`config.mk`:
```
export PLATFORM = sky130hd
export DESIGN_NAME = mk14_display_top
export DESIGN_NICKNAME = d
export VERILOG_FILES = /design/src/hw/mk14_pkg.sv /design/src/hw/mk14_mem_map.sv /design/src/hw/refresh_cfg_regs.sv /design/src/hw/display_refresh_ctrl.sv /design/src/hw/tm1638_scanner.sv /design/src/hw/mk14_display_top.sv
export VERILOG_INCLUDE_DIRS = /design/src /design/src/hw
export SDC_FILE = /design/constraint.sdc
export NUM_CORES = 2
export LEC_CHECK = 0
export BUFFER_PORTS_ARGS = -buffer_cell sky130_fd_sc_hd__buf_2
export CAP_MARGIN = 10
export CORE_ASPECT_RATIO = 0.7
export CORE_MARGIN = 3
export CORE_UTILIZATION = 53
export CTS_CLUSTER_DIAMETER = 200
export DETAILED_ROUTE_END_ITERATION = 10
export HOLD_SLACK_MARGIN = 0.15
export PLACE_DENSITY = 0.68
export SLEW_MARGIN = 15
export SYNTH_ARGS = -nofsm -noshare
export SYNTH_HDL_FRONTEND = slang
export SYNTH_SLANG_ARGS = --single-unit
```
`constraint.sdc`:
```
create_clock -name clk -period 4.95 [get_ports clk]
set_clock_uncertainty 0.1 [all_clocks]
set_input_delay 0.495 -clock clk [delete_from_list [all_inputs] [get_ports clk]]
set_output_delay 0.495 -clock clk [all_outputs]
set_load 0.05 [all_outputs]
```
`src/hw/mk14_defs.svh`:
```
// MK14 display subsystem constants
`ifndef MK14_DEFS_SVH
`define MK14_DEFS_SVH

// cpu bus address width.
`define MK14_ADDR_W 16

// seven-segment digits on the led module.
`define MK14_DIGITS 8

// page bases, only the low 12 address bits are decoded.
`define MK14_RAM_BASE 12'hF00
`define MK14_DISP_BASE 12'hD00
`define MK14_CFG_BASE 12'hE00

// scratch ram size in bytes.
`define MK14_RAM_DEPTH 256

// refresh period loaded at reset, in cycles.
`define MK14_PERIOD_RST 20

`endif

```
`src/hw/mk14_pkg.sv`:
```
// MK14 display subsystem types
`include "mk14_defs.svh"

package mk14_pkg;

	// one cpu request, held stable while ready is low.
	typedef struct packed {
		logic                    valid;
		logic                    write;
		logic [`MK14_ADDR_W-1:0] addr;
		logic [7:0]              wdata;
	} bus_req_t;

	// read data, valid one cycle after the read transfers.
	typedef struct packed {
		logic       valid;
		logic [7:0] rdata;
	} bus_rsp_t;

	// debounced key change.
	typedef struct packed {
		logic       valid;
		logic [2:0] row;
		logic [2:0] col;
		logic       pressed;
	} key_evt_t;

	// register 0xE01 packs enable in bit 3 over brightness in bits 2:0.
	typedef struct packed {
		logic [7:0] period;
		logic [2:0] brightness;
		logic       enable;
	} refresh_cfg_t;

endpackage

```
`src/hw/mk14_mem_map.sv`:
```
// MK14 memory map
`include "mk14_defs.svh"

module mk14_mem_map (
	input  logic                  clk,
	input  logic                  rst_n,
	input  mk14_pkg::bus_req_t    i_bus,
	output logic                  o_bus_ready,
	output mk14_pkg::bus_rsp_t    o_bus_rsp,
	input  mk14_pkg::key_evt_t    i_key,
	input  mk14_pkg::refresh_cfg_t i_cfg,
	output logic                  o_cfg_we,
	output logic                  o_cfg_sel,
	output logic [7:0]            o_cfg_wdata,
	input  logic                  i_dig_rd,
	input  logic [2:0]            i_dig_idx,
	output logic [7:0]            o_dig_data
);

	localparam logic [3:0] RAM_PAGE  = 4'(`MK14_RAM_BASE >> 8);
	localparam logic [3:0] DISP_PAGE = 4'(`MK14_DISP_BASE >> 8);
	localparam logic [3:0] CFG_PAGE  = 4'(`MK14_CFG_BASE >> 8);
	localparam int RAM_AW = $clog2(`MK14_RAM_DEPTH);

	logic [7:0] ram      [`MK14_RAM_DEPTH];
	logic [7:0] dig_ram  [`MK14_DIGITS];
	logic [7:0] kbd_rows [`MK14_DIGITS];

	logic [11:0] a12;
	logic [3:0]  page;
	logic        disp_page;
	logic        ram_hit;
	logic        dig_hit;
	logic        cfg_hit;
	logic        xfer;
	logic        rd_xfer;
	logic        wr_xfer;
	logic [7:0]  rd_data;
	logic [7:0]  ram_q;
	logic [7:0]  rd_q;
	logic        rd_ram_q;
	logic        rsp_valid_q;

	assign a12       = i_bus.addr[11:0];	// upper nibble ignored.
	assign page      = a12[11:8];
	assign disp_page = page == DISP_PAGE;
	assign ram_hit   = page == RAM_PAGE;
	assign dig_hit   = disp_page && (a12[7:0] < 8'(`MK14_DIGITS));
	assign cfg_hit   = (page == CFG_PAGE) && (a12[7:1] == 7'd0);

	// scanner owns the digit ram this cycle.
	assign o_bus_ready = !(i_dig_rd && disp_page);

	assign xfer    = i_bus.valid && o_bus_ready;
	assign rd_xfer = xfer && !i_bus.write;
	assign wr_xfer = xfer && i_bus.write;

	assign o_cfg_we    = wr_xfer && cfg_hit;
	assign o_cfg_sel   = a12[0];
	assign o_cfg_wdata = i_bus.wdata;

	always_ff @(posedge clk) begin
		if (wr_xfer && ram_hit)
			ram[a12[RAM_AW-1:0]] <= i_bus.wdata;
		if (rd_xfer)
			ram_q <= ram[a12[RAM_AW-1:0]];
	end

	// single port, the scanner read wins.
	always_ff @(posedge clk) begin
		if (i_dig_rd)
			o_dig_data <= dig_ram[i_dig_idx];
		else if (wr_xfer && dig_hit)
			dig_ram[a12[2:0]] <= i_bus.wdata;
	end

	always_ff @(posedge clk) begin
		if (!rst_n) begin
			for (int i = 0; i < `MK14_DIGITS; i++)
				kbd_rows[i] <= 8'hFF;
		end else if (i_key.valid) begin
			kbd_rows[i_key.row][i_key.col] <= !i_key.pressed;	// active low keys.
		end
	end

	always_comb begin
		rd_data = 8'hFF;
		if (dig_hit)
			rd_data = kbd_rows[a12[2:0]];	// digit reads see the keyboard.
		else if (cfg_hit)
			rd_data = a12[0] ? {4'd0, i_cfg.enable, i_cfg.brightness} : i_cfg.period;
	end

	always_ff @(posedge clk) begin
		if (rd_xfer) begin
			rd_q     <= rd_data;
			rd_ram_q <= ram_hit;
		end
	end

	always_ff @(posedge clk) begin
		if (!rst_n)
			rsp_valid_q <= 1'b0;
		else
			rsp_valid_q <= rd_xfer;
	end

	assign o_bus_rsp = '{valid: rsp_valid_q, rdata: rd_ram_q ? ram_q : rd_q};

endmodule

```
`src/hw/refresh_cfg_regs.sv`:
```
// Refresh configuration registers
`include "mk14_defs.svh"

module refresh_cfg_regs (
	input  logic                   clk,
	input  logic                   rst_n,
	input  logic                   i_we,
	input  logic                   i_sel,
	input  logic [7:0]             i_wdata,
	output mk14_pkg::refresh_cfg_t o_cfg
);

	logic [7:0] period;
	logic [2:0] brightness;
	logic       enable;

	always_ff @(posedge clk) begin
		if (!rst_n) begin
			period     <= 8'(`MK14_PERIOD_RST);
			brightness <= 3'd7;
			enable     <= 1'b1;
		end else if (i_we) begin
			if (!i_sel) begin
				// zero would stall the countdown.
				period <= (i_wdata == 8'd0) ? 8'd1 : i_wdata;
			end else begin
				brightness <= i_wdata[2:0];
				enable     <= i_wdata[3];
			end
		end
	end

	assign o_cfg = '{period: period, brightness: brightness, enable: enable};

endmodule

```
`src/hw/display_refresh_ctrl.sv`:
```
// Display refresh period control
`include "mk14_defs.svh"

module display_refresh_ctrl (
	input  logic                   clk,
	input  logic                   rst_n,
	input  mk14_pkg::refresh_cfg_t i_cfg,
	input  logic                   i_scan_idle,
	output logic                   o_scan_start
);

	logic [7:0] cnt;
	logic       at_zero;

	assign at_zero = cnt == 8'd0;

	// reload with period-1 so a zero comes every period cycles.
	always_ff @(posedge clk) begin
		if (!rst_n) begin
			cnt <= 8'(`MK14_PERIOD_RST - 1);
		end else if (i_cfg.enable) begin
			if (at_zero)
				cnt <= i_cfg.period - 8'd1;	// new period picked up here.
			else
				cnt <= cnt - 8'd1;
		end
	end

	// a busy scanner skips this period.
	assign o_scan_start = i_cfg.enable && at_zero && i_scan_idle;

endmodule

```
`src/hw/tm1638_scanner.sv`:
```
// TM1638 frame scanner
`include "mk14_defs.svh"

module tm1638_scanner #(
	parameter int CLK_DIV = 4
) (
	input  logic       clk,
	input  logic       rst_n,
	input  logic       i_start,
	input  logic [2:0] i_brightness,
	output logic       o_idle,
	output logic       o_dig_rd,
	output logic [2:0] o_dig_idx,
	input  logic [7:0] i_dig_data,
	output logic       o_tm_clk,
	output logic       o_tm_stb,
	output logic       o_tm_dio
);

	localparam int DIV_W = (CLK_DIV > 1) ? $clog2(CLK_DIV) : 1;
	localparam logic [4:0] LAST_DIG_STEP = 5'(2 * `MK14_DIGITS + 1);
	localparam logic [4:0] CTRL_STEP = LAST_DIG_STEP + 5'd1;

	typedef enum logic [2:0] {
		S_IDLE,
		S_START,
		S_PREP,
		S_LOAD,
		S_LOW,
		S_HIGH,
		S_GAP
	} state_t;

	state_t           state;
	logic [4:0]       step;	// byte position in the frame.
	logic [4:0]       step_off;
	logic [2:0]       bit_cnt;
	logic [DIV_W-1:0] div_cnt;
	logic             timed;
	logic             half_done;
	logic             is_dig;
	logic             group_end;
	logic [7:0]       cmd_byte;
	logic [7:0]       next_byte;
	logic [7:0]       sh;

	assign step_off  = step - 5'd2;
	assign is_dig    = (step >= 5'd2) && (step <= LAST_DIG_STEP) && !step_off[0];
	assign group_end = (step == 5'd0) || (step == LAST_DIG_STEP) || (step == CTRL_STEP);

	always_comb begin
		case (step)
			5'd0:      cmd_byte = 8'h40;	// write data, auto increment.
			5'd1:      cmd_byte = 8'hC0;	// address 0.
			CTRL_STEP: cmd_byte = 8'h88 | {5'd0, i_brightness};
			default:   cmd_byte = 8'h00;	// led byte between digits.
		endcase
	end

	assign next_byte = is_dig ? i_dig_data : cmd_byte;

	assign o_dig_rd  = (state == S_PREP) && is_dig;
	assign o_dig_idx = step_off[3:1];
	assign o_idle    = state == S_IDLE;

	assign timed     = (state == S_START) || (state == S_LOW) ||
	                   (state == S_HIGH) || (state == S_GAP);
	assign half_done = div_cnt == DIV_W'(CLK_DIV - 1);

	always_ff @(posedge clk) begin
		if (state == S_LOAD)
			sh <= {1'b0, next_byte[7:1]};
		else if ((state == S_HIGH) && half_done && (bit_cnt != 3'd7))
			sh <= {1'b0, sh[7:1]};
	end

	always_ff @(posedge clk) begin
		if (!rst_n) begin
			state    <= S_IDLE;
			step     <= 5'd0;
			bit_cnt  <= 3'd0;
			div_cnt  <= '0;
			o_tm_clk <= 1'b1;
			o_tm_stb <= 1'b1;
			o_tm_dio <= 1'b0;
		end else begin
			if (timed && !half_done)
				div_cnt <= div_cnt + 1'b1;
			else
				div_cnt <= '0;

			case (state)
				S_IDLE: begin
					if (i_start) begin
						step     <= 5'd0;
						o_tm_stb <= 1'b0;
						state    <= S_START;
					end
				end
				S_START: begin
					if (half_done)
						state <= S_PREP;
				end
				S_PREP: state <= S_LOAD;	// digit read in flight.
				S_LOAD: begin
					o_tm_clk <= 1'b0;
					o_tm_dio <= next_byte[0];	// lsb first.
					bit_cnt  <= 3'd0;
					state    <= S_LOW;
				end
				S_LOW: begin
					if (half_done) begin
						o_tm_clk <= 1'b1;
						state    <= S_HIGH;
					end
				end
				S_HIGH: begin
					if (half_done) begin
						if (bit_cnt != 3'd7) begin
							bit_cnt  <= bit_cnt + 3'd1;
							o_tm_clk <= 1'b0;
							o_tm_dio <= sh[0];
							state    <= S_LOW;
						end else if (group_end) begin
							o_tm_stb <= 1'b1;
							state    <= S_GAP;
						end else begin
							step  <= step + 5'd1;
							state <= S_PREP;
						end
					end
				end
				S_GAP: begin
					if (half_done) begin
						if (step == CTRL_STEP) begin
							state <= S_IDLE;
						end else begin
							step     <= step + 5'd1;
							o_tm_stb <= 1'b0;
							state    <= S_START;
						end
					end
				end
				default: state <= S_IDLE;
			endcase
		end
	end

endmodule

```
`src/hw/mk14_display_top.sv`:
```
// MK14 display and keyboard top
module mk14_display_top #(
	parameter int CLK_DIV = 4
) (
	input  logic               clk,
	input  logic               rst_n,
	input  mk14_pkg::bus_req_t i_bus,
	output logic               o_bus_ready,
	output mk14_pkg::bus_rsp_t o_bus_rsp,
	input  mk14_pkg::key_evt_t i_key,
	output logic               o_tm_clk,
	output logic               o_tm_stb,
	output logic               o_tm_dio
);

	mk14_pkg::refresh_cfg_t cfg;

	logic       cfg_we;
	logic       cfg_sel;
	logic [7:0] cfg_wdata;
	logic       scan_start;
	logic       scan_idle;
	logic       dig_rd;
	logic [2:0] dig_idx;
	logic [7:0] dig_data;

	mk14_mem_map mk14_mem_map_i (
		.clk         (clk),
		.rst_n       (rst_n),
		.i_bus       (i_bus),
		.o_bus_ready (o_bus_ready),
		.o_bus_rsp   (o_bus_rsp),
		.i_key       (i_key),
		.i_cfg       (cfg),
		.o_cfg_we    (cfg_we),
		.o_cfg_sel   (cfg_sel),
		.o_cfg_wdata (cfg_wdata),
		.i_dig_rd    (dig_rd),
		.i_dig_idx   (dig_idx),
		.o_dig_data  (dig_data)
	);

	refresh_cfg_regs refresh_cfg_regs_i (
		.clk     (clk),
		.rst_n   (rst_n),
		.i_we    (cfg_we),
		.i_sel   (cfg_sel),
		.i_wdata (cfg_wdata),
		.o_cfg   (cfg)
	);

	display_refresh_ctrl display_refresh_ctrl_i (
		.clk          (clk),
		.rst_n        (rst_n),
		.i_cfg        (cfg),
		.i_scan_idle  (scan_idle),
		.o_scan_start (scan_start)
	);

	tm1638_scanner #(
		.CLK_DIV (CLK_DIV)
	) tm1638_scanner_i (
		.clk          (clk),
		.rst_n        (rst_n),
		.i_start      (scan_start),
		.i_brightness (cfg.brightness),
		.o_idle       (scan_idle),
		.o_dig_rd     (dig_rd),
		.o_dig_idx    (dig_idx),
		.i_dig_data   (dig_data),
		.o_tm_clk     (o_tm_clk),
		.o_tm_stb     (o_tm_stb),
		.o_tm_dio     (o_tm_dio)
	);

endmodule

```
# == Yosys cells after proc, flatten, opt, wreduce, memory -nomap -nowiden ==
# Memory sizes are Yosys's and may differ from the RTL's. A register that Yosys moved wholly into a read port is not among the register bits.
# Index checks and enable logic that the tools add are counted.
# op_classes
addsub,6
n_mul,0
div_mod_pow,0
n_lt_le_gt_ge,5
n_eq_ne,24
shift,0
mux,57
n_bitwise,1
reduce_logical,46
# op_table
op,count
2-to-1 mux 8 bit,10
2-to-1 mux 3 bit,10
2-to-1 mux 5 bit,6
one-hot mux 8 bit (3 select lines),1
2-to-1 mux 1 bit,21
one-hot mux 3 bit (7 select lines),1
logical AND 1 bit,18
zero test 8 bit,2
"subtractor 8 x 1 -> 8 bit, second input constant",2
one-hot mux 5 bit (3 select lines),1
2-to-1 mux 7 bit,2
AND reduction 7 bit,2
"== test 4 bit, second input constant",3
"== test 5 bit, second input constant",2
"!= test 2 x 1 -> 1 bit, second input constant",5
"!= test 2 bit, second input constant",5
"== test 3 bit, second input constant",3
"< comparator 8 x 4 -> 1 bit, second input constant",1
OR reduction 8 bit,1
zero test 7 bit,1
"== test 3 x 2 -> 1 bit, second input constant",2
one-hot mux 1 bit (3 select lines),2
one-hot mux 3 bit (2 select lines),1
AND reduction 2 bit,3
other kinds (24),34
# totals
reg_bits,53
latch_bits,0
ramBits,2176
romBits,0
out_inout_bits,13
memories,3
# memory_table
name,words,width,read_ports,rd_clocked_by_memory_dff,write_ports,line,source
mk14_mem_map_i.ram,256,8,1,1,1,mk14_mem_map.sv:25,logic [7:0] ram [`MK14_RAM_DEPTH];
mk14_mem_map_i.dig_ram,8,8,1,1,1,mk14_mem_map.sv:26,logic [7:0] dig_ram [`MK14_DIGITS];
mk14_mem_map_i.kbd_rows,8,8,1,0,8,mk14_mem_map.sv:27,logic [7:0] kbd_rows [`MK14_DIGITS];

# == Depth between registers and ports, before layout ==
# depth
word_depth,12
ltp_mapped,13

# == By module ==
# From an unflattened synthesis, not the netlist that was laid out.
# hier_totals
hier_cells,4263
area_unflattened_um2,87495.2
# by_module_without_submodules
mod,instances,cells_each,area_per_inst_um2,seq_area_each_um2
mk14_mem_map,1,3978,84996.5,66113.4
tm1638_scanner,1,160,1413.9,530.5
display_refresh_ctrl,1,69,590.6,160.2
refresh_cfg_regs,1,56,494.2,240.2

# == Worst setup path before layout ==
# OpenSTA, ideal clock, no wires.
# synth_path
path_type,register -> register
start,register tm1638_scanner_i.step[1]
end,memory mk14_mem_map_i.dig_ram[0][0] (enable)
setup_ns,0.383
arrival_time_ns,3.427
t_required_ns,4.467
setup_slack_ns,1.040
path_stages_with_launch,11
path_cell_list,dfxtp_1 > clkbuf_1 > clkbuf_1 > inv_1 > ha_1 > nand2b_1 > a21o_1 > a211oi_1 > and3_1 > or4_1 > nor3_1
# synth_between
elab_chain_cells,12
elab_cells_between_ends,13
cone_classes,order compare: 2; mux: 3; reduce/logical: 8
# synth_rtl
item,line,source
start: declaration,tm1638_scanner.sv:35,logic [4:0] step;
start signal: assignment,tm1638_scanner.sv:128,step <= step + 5'd1;
start signal: assignment,tm1638_scanner.sv:138,step <= step + 5'd1;
greater-or-equal comparator 5 x 2 -> 1 bit / <= comparator 5 bit (equally long branches),tm1638_scanner.sv:48,assign is_dig = (step >= 5'd2) && (step <= LAST_DIG_STEP) && !step_off[0];
logical AND 1 bit (*) (2 in a row),tm1638_scanner.sv:48,
logical AND 1 bit (*),tm1638_scanner.sv:62,assign o_dig_rd = (state == S_PREP) && is_dig;
logical AND 1 bit,mk14_mem_map.sv:52,assign o_bus_ready = !(i_dig_rd && disp_page);
zero test 1 bit,mk14_mem_map.sv:52,
logical AND 1 bit,mk14_mem_map.sv:54,assign xfer = i_bus.valid && o_bus_ready;
logical AND 1 bit,mk14_mem_map.sv:56,assign wr_xfer = xfer && i_bus.write;
logical AND 1 bit,mk14_mem_map.sv:73,else if (wr_xfer && dig_hit)
2-to-1 mux 1 bit,mk14_mem_map.sv:73,
2-to-1 mux 1 bit (*),mk14_mem_map.sv:71,if (i_dig_rd)
2-to-1 mux 1 bit (implied by the code) (*),mk14_mem_map.sv:74,dig_ram[a12[2:0]] <= i_bus.wdata;
end: declaration,mk14_mem_map.sv:26,
# Mark *: on every way between the ends. The rest lies on a longest branch, timed or not.

# == Worst setup path after layout ==
# layout_path
start,register tm1638_scanner_i.step[0]
end,output port o_bus_ready
# layout_between
elab_chain_cells,6
elab_cells_between_ends,9
cone_classes,add/sub: 1; order compare: 2; reduce/logical: 6
# layout_rtl
item,line,source
"subtractor 4 x 2 -> 4 bit, or another cell as far along",tm1638_scanner.sv:47,assign step_off = step - 5'd2;
zero test 1 bit / logical AND 1 bit (equally long branches),tm1638_scanner.sv:48,
logical AND 1 bit (*),tm1638_scanner.sv:48,
logical AND 1 bit (*),tm1638_scanner.sv:62,
logical AND 1 bit (*),mk14_mem_map.sv:52,
zero test 1 bit (*),mk14_mem_map.sv:52,
end: declaration,mk14_display_top.sv:8,"output logic o_bus_ready,"
# Marked as above.

==> results.yml <==
run_status:
  status: "complete, no violations"
clocking:
  cts_buffers: 194
  clk_pin_slew_ns: 0.06
  cts_max_level: 4
  cts.path.max_buffers: 3
  post_cts_buffers: 0
  insertion_delay_ns: 0.82
  cts_tree: "yes"
  cts.sinks: 2245
  cts_root_buffer: "clkbuf_16"
place:
  io_buffers: 44
  finalWeightedCongestion: 0.897
  dp_hpwl_um: 146000
  place_inst: 6735
drt:
  vias: 46600
  routed_wirelength_um: 233000
  avgRoutedWirePerCell_um: 32.8
  remaining_drc_errors: 0
  drtIter0Drc: 7157
  drtPass1Iterations: 6
  routed_via_density: 6.56
  ant_nets: 0
final_layout:
  stdcell_count: 7108
  area.sequential_um2: 67000
  drive_gt1_frac: 0.271
  fillCellCount: 11500
  multi_input_area_um2: 20200
  fin_nets: 4784
  final_cell_mix: "2208 x edfxtp_1, 564 x mux4_2, 366 x buf_4, 326 x nor2_1, 218 x nand2_1"
  syn2layout_area_growth_pct: 12.8
  mostFrequentLayoutCell: "edfxtp_1"
setup_path:
  cp_max_fo: 11
  ff2ff_path_depth: 8
  worstSetupEndpoint: "o_bus_ready"
  r2r-end: "mk14_mem_map_i.rd_ram_q"
  worstReg2RegStart: "tm1638_scanner_i.step[0]"
  crit_type: "reg -> out"
  startpoint_type: "flop"
  cp-end-kind: "primary output"
  arrival_ns: 3.35
  crit_start: "tm1638_scanner_i.step[0]"
  required_ns: 4.36
  r2r_slack_ns: 1.41
floorplanning:
  io_pins: 49
  floorplan.die.height_um: 348
  fp.dieW_um: 495
  fp-row-count: 124
  die_area_um2: 172000
  core_um2: 165000
  initial_core_util: 0.538
global_routing:
  grt_pass1_vias: 45400
  grt_pass1_wl_um: 335000
  grt_max_degree: 151
  overflow: 0
  grt_usage: 0.274
  grt_antenna_before_repair: 11
worst_hold_path:
  min_path_cells: 1
  hp-class: "in -> reg"
  hold_start: "i_bus[0]"
synthesis:
  syn-num-nets: 4394
  synth_top_family_by_area: "multiplexers"
  synthFlopType: "edfxtp_1"
  synthAdderAreaFrac: 0.00155
  async_reset_ff_frac: 0
  ys_types: 78
  synth_edf_count: 2208
  syn_area_per_cell_um2: 20.4
  ys_warn_count: 0
  synth_xor_area_frac: 0.000297
  synthSimpleGateAreaFrac: 0.0373
  yosysSeqAreaShare: 0.757
  netlist_area_um2: 88500
  synth_compound_area_frac: 0.0258
  synth_cells: 4347
  synth-seq-cells: 2245
  synthMuxAreaShare: 0.163
timing:
  rsz0062_at_grt: "false"
  worst_pin_slew_ns: 1.19
  setup_viol_count_final: 0
  layout_min_cycle_time_ns: 3.95
  fmax_mhz: 253
  slew_violations: 0
  max_slew_margin: 0.197
  hold_viol: 0
  fin_crit_sh: 0.797
  setup_tns_ns: 0
power:
  peakVddDrop_mv: 0.373
  leakagePower_nw: 31.7
  p_per_area_nw_per_um2: 377
flow_run:
  cap_violations: 0
==> sequential cells by signal, summed over array words and instances, names as in the netlist, 3 cells and up <==
signal / count
tm1638_scanner_i.state: 3
mk14_mem_map_i.dig_ram: 64
mk14_mem_map_i.rd_q: 8
tm1638_scanner_i.sh: 7
display_refresh_ctrl_i.cnt: 8
tm1638_scanner_i.step: 5
mk14_mem_map_i.kbd_rows: 64
refresh_cfg_regs_i.brightness: 3
refresh_cfg_regs_i.period: 8
mk14_mem_map_i.ram: 2048
mk14_mem_map_i.ram_q: 8
tm1638_scanner_i.bit_cnt: 3
mk14_mem_map_i.o_dig_data: 8
==> report_power, final <==
group | internal (W) | switching (W)
registers | 0.0209 | 0.0000193
logic | 0.000684 | 0.00130
clock network | 0.00797 | 0.00676
total | 0.0296 | 0.00808
==> worst max-delay path: stages (launching register included) <==
cell and delay, ns:
dfxtp_1 0.48, ha_1 0.27, nand2b_1 0.08, a21o_1 0.18
a211oi_1 0.23, buf_4 0.21, and3_1 0.63, nand2b_1 0.19
buf_2 0.26
==> routing by layer <==
metal	global-route usage	wire, µm	vias up
li1	-	-	18700
met1	0.419	92400	24300
met2	0.382	101000	3089
met3	0.0828	32100	430
met4	0.0869	7200	6
met5	0	40	-
==> cells in the mapped netlist (14+ instances only) <==
library cell  instances  area, µm²
buf_2                69        345
nor3_1               26        130
a21oi_1              42        210
mux2i_1             144       1440
buf_6                18        203
mux2_2               23        259
a211oi_1             14        105
o21ai_0              83        415
o22ai_1              20        125
a22oi_1              74        556
clkbuf_1            104        390
edfxtp_1           2208      66300
inv_1                14       52.6
nor2b_1              17        106
nand3_1              47        235
nor2_1              329       1230
nand2_1             226        848
buf_4                26        195
buf_1                38        143
dfxtp_1              37        741
mux4_2              564      12700
==> through the flow <==
| step | utilization | area, µm² | hold slack, ns | setup WS, ns | total power, W |
|---|---|---|---|---|---|
| after global placement | 0.569 | 93700 | 0.314 | 0.497 | 0.0232 |
| after global routing | 0.607 | 99900 | 0.270 | 0.706 | 0.0386 |
| after CTS | 0.607 | 99900 | 0.185 | 0.953 | 0.0378 |
| after detailed placement | 0.569 | 93700 | 0.326 | 0.509 | 0.0233 |
| final | 0.607 | 99900 | 0.237 | 1.00 | 0.0376 |
| after floorplan | - | 88500 | 0.306 | 1.04 | 0.0223 |
==> cell families (layout without fill, tap and decap cells) <==
family,count (synthesis),in the layout
DFF,2245,2245
and+or+nand+nor,748,748
muxes,731,731
AOI/OAI and AO/OA,336,336
buffers and inverters,273,824
adders and majority gates,11,11
xor gates and xnor gates,3,3
other,0,5
==> how the worst min path moves through the flow <==
stage          slack [ns]                            to
5_1_grt              0.27  refresh_cfg_regs_i.period[2]
3_5_place_dp         0.33   tm1638_scanner_i.div_cnt[0]
3_3_place_gp         0.31   tm1638_scanner_i.div_cnt[0]
6_report             0.24    mk14_mem_map_i.ram[222][0]
4_1_cts              0.19  refresh_cfg_regs_i.period[4]
2_1_floorplan        0.31   tm1638_scanner_i.div_cnt[0]
==> final cells by class <==
type / count / area share
Multi-Input combinational cell: 1829 / 0.203
Clock buffer: 237 / 0.0513
Timing Repair Buffer: 449 / 0.0375
Tap cell: 2205 / 0.0276
Sequential cell: 2245 / 0.671
Antenna cell: 5 / 0.000125
Inverter: 18 / 0.000689
Clock inverter: 120 / 0.00928
==> repair_timing <==
item / CTS / global route
resized for setup: 0 / 0
setup endpoints to repair: 0 / 0
hold endpoints to repair: 129 / 0
hold buffers: 11 / 0
No activity file was read; power rests on OpenSTA's default activity.
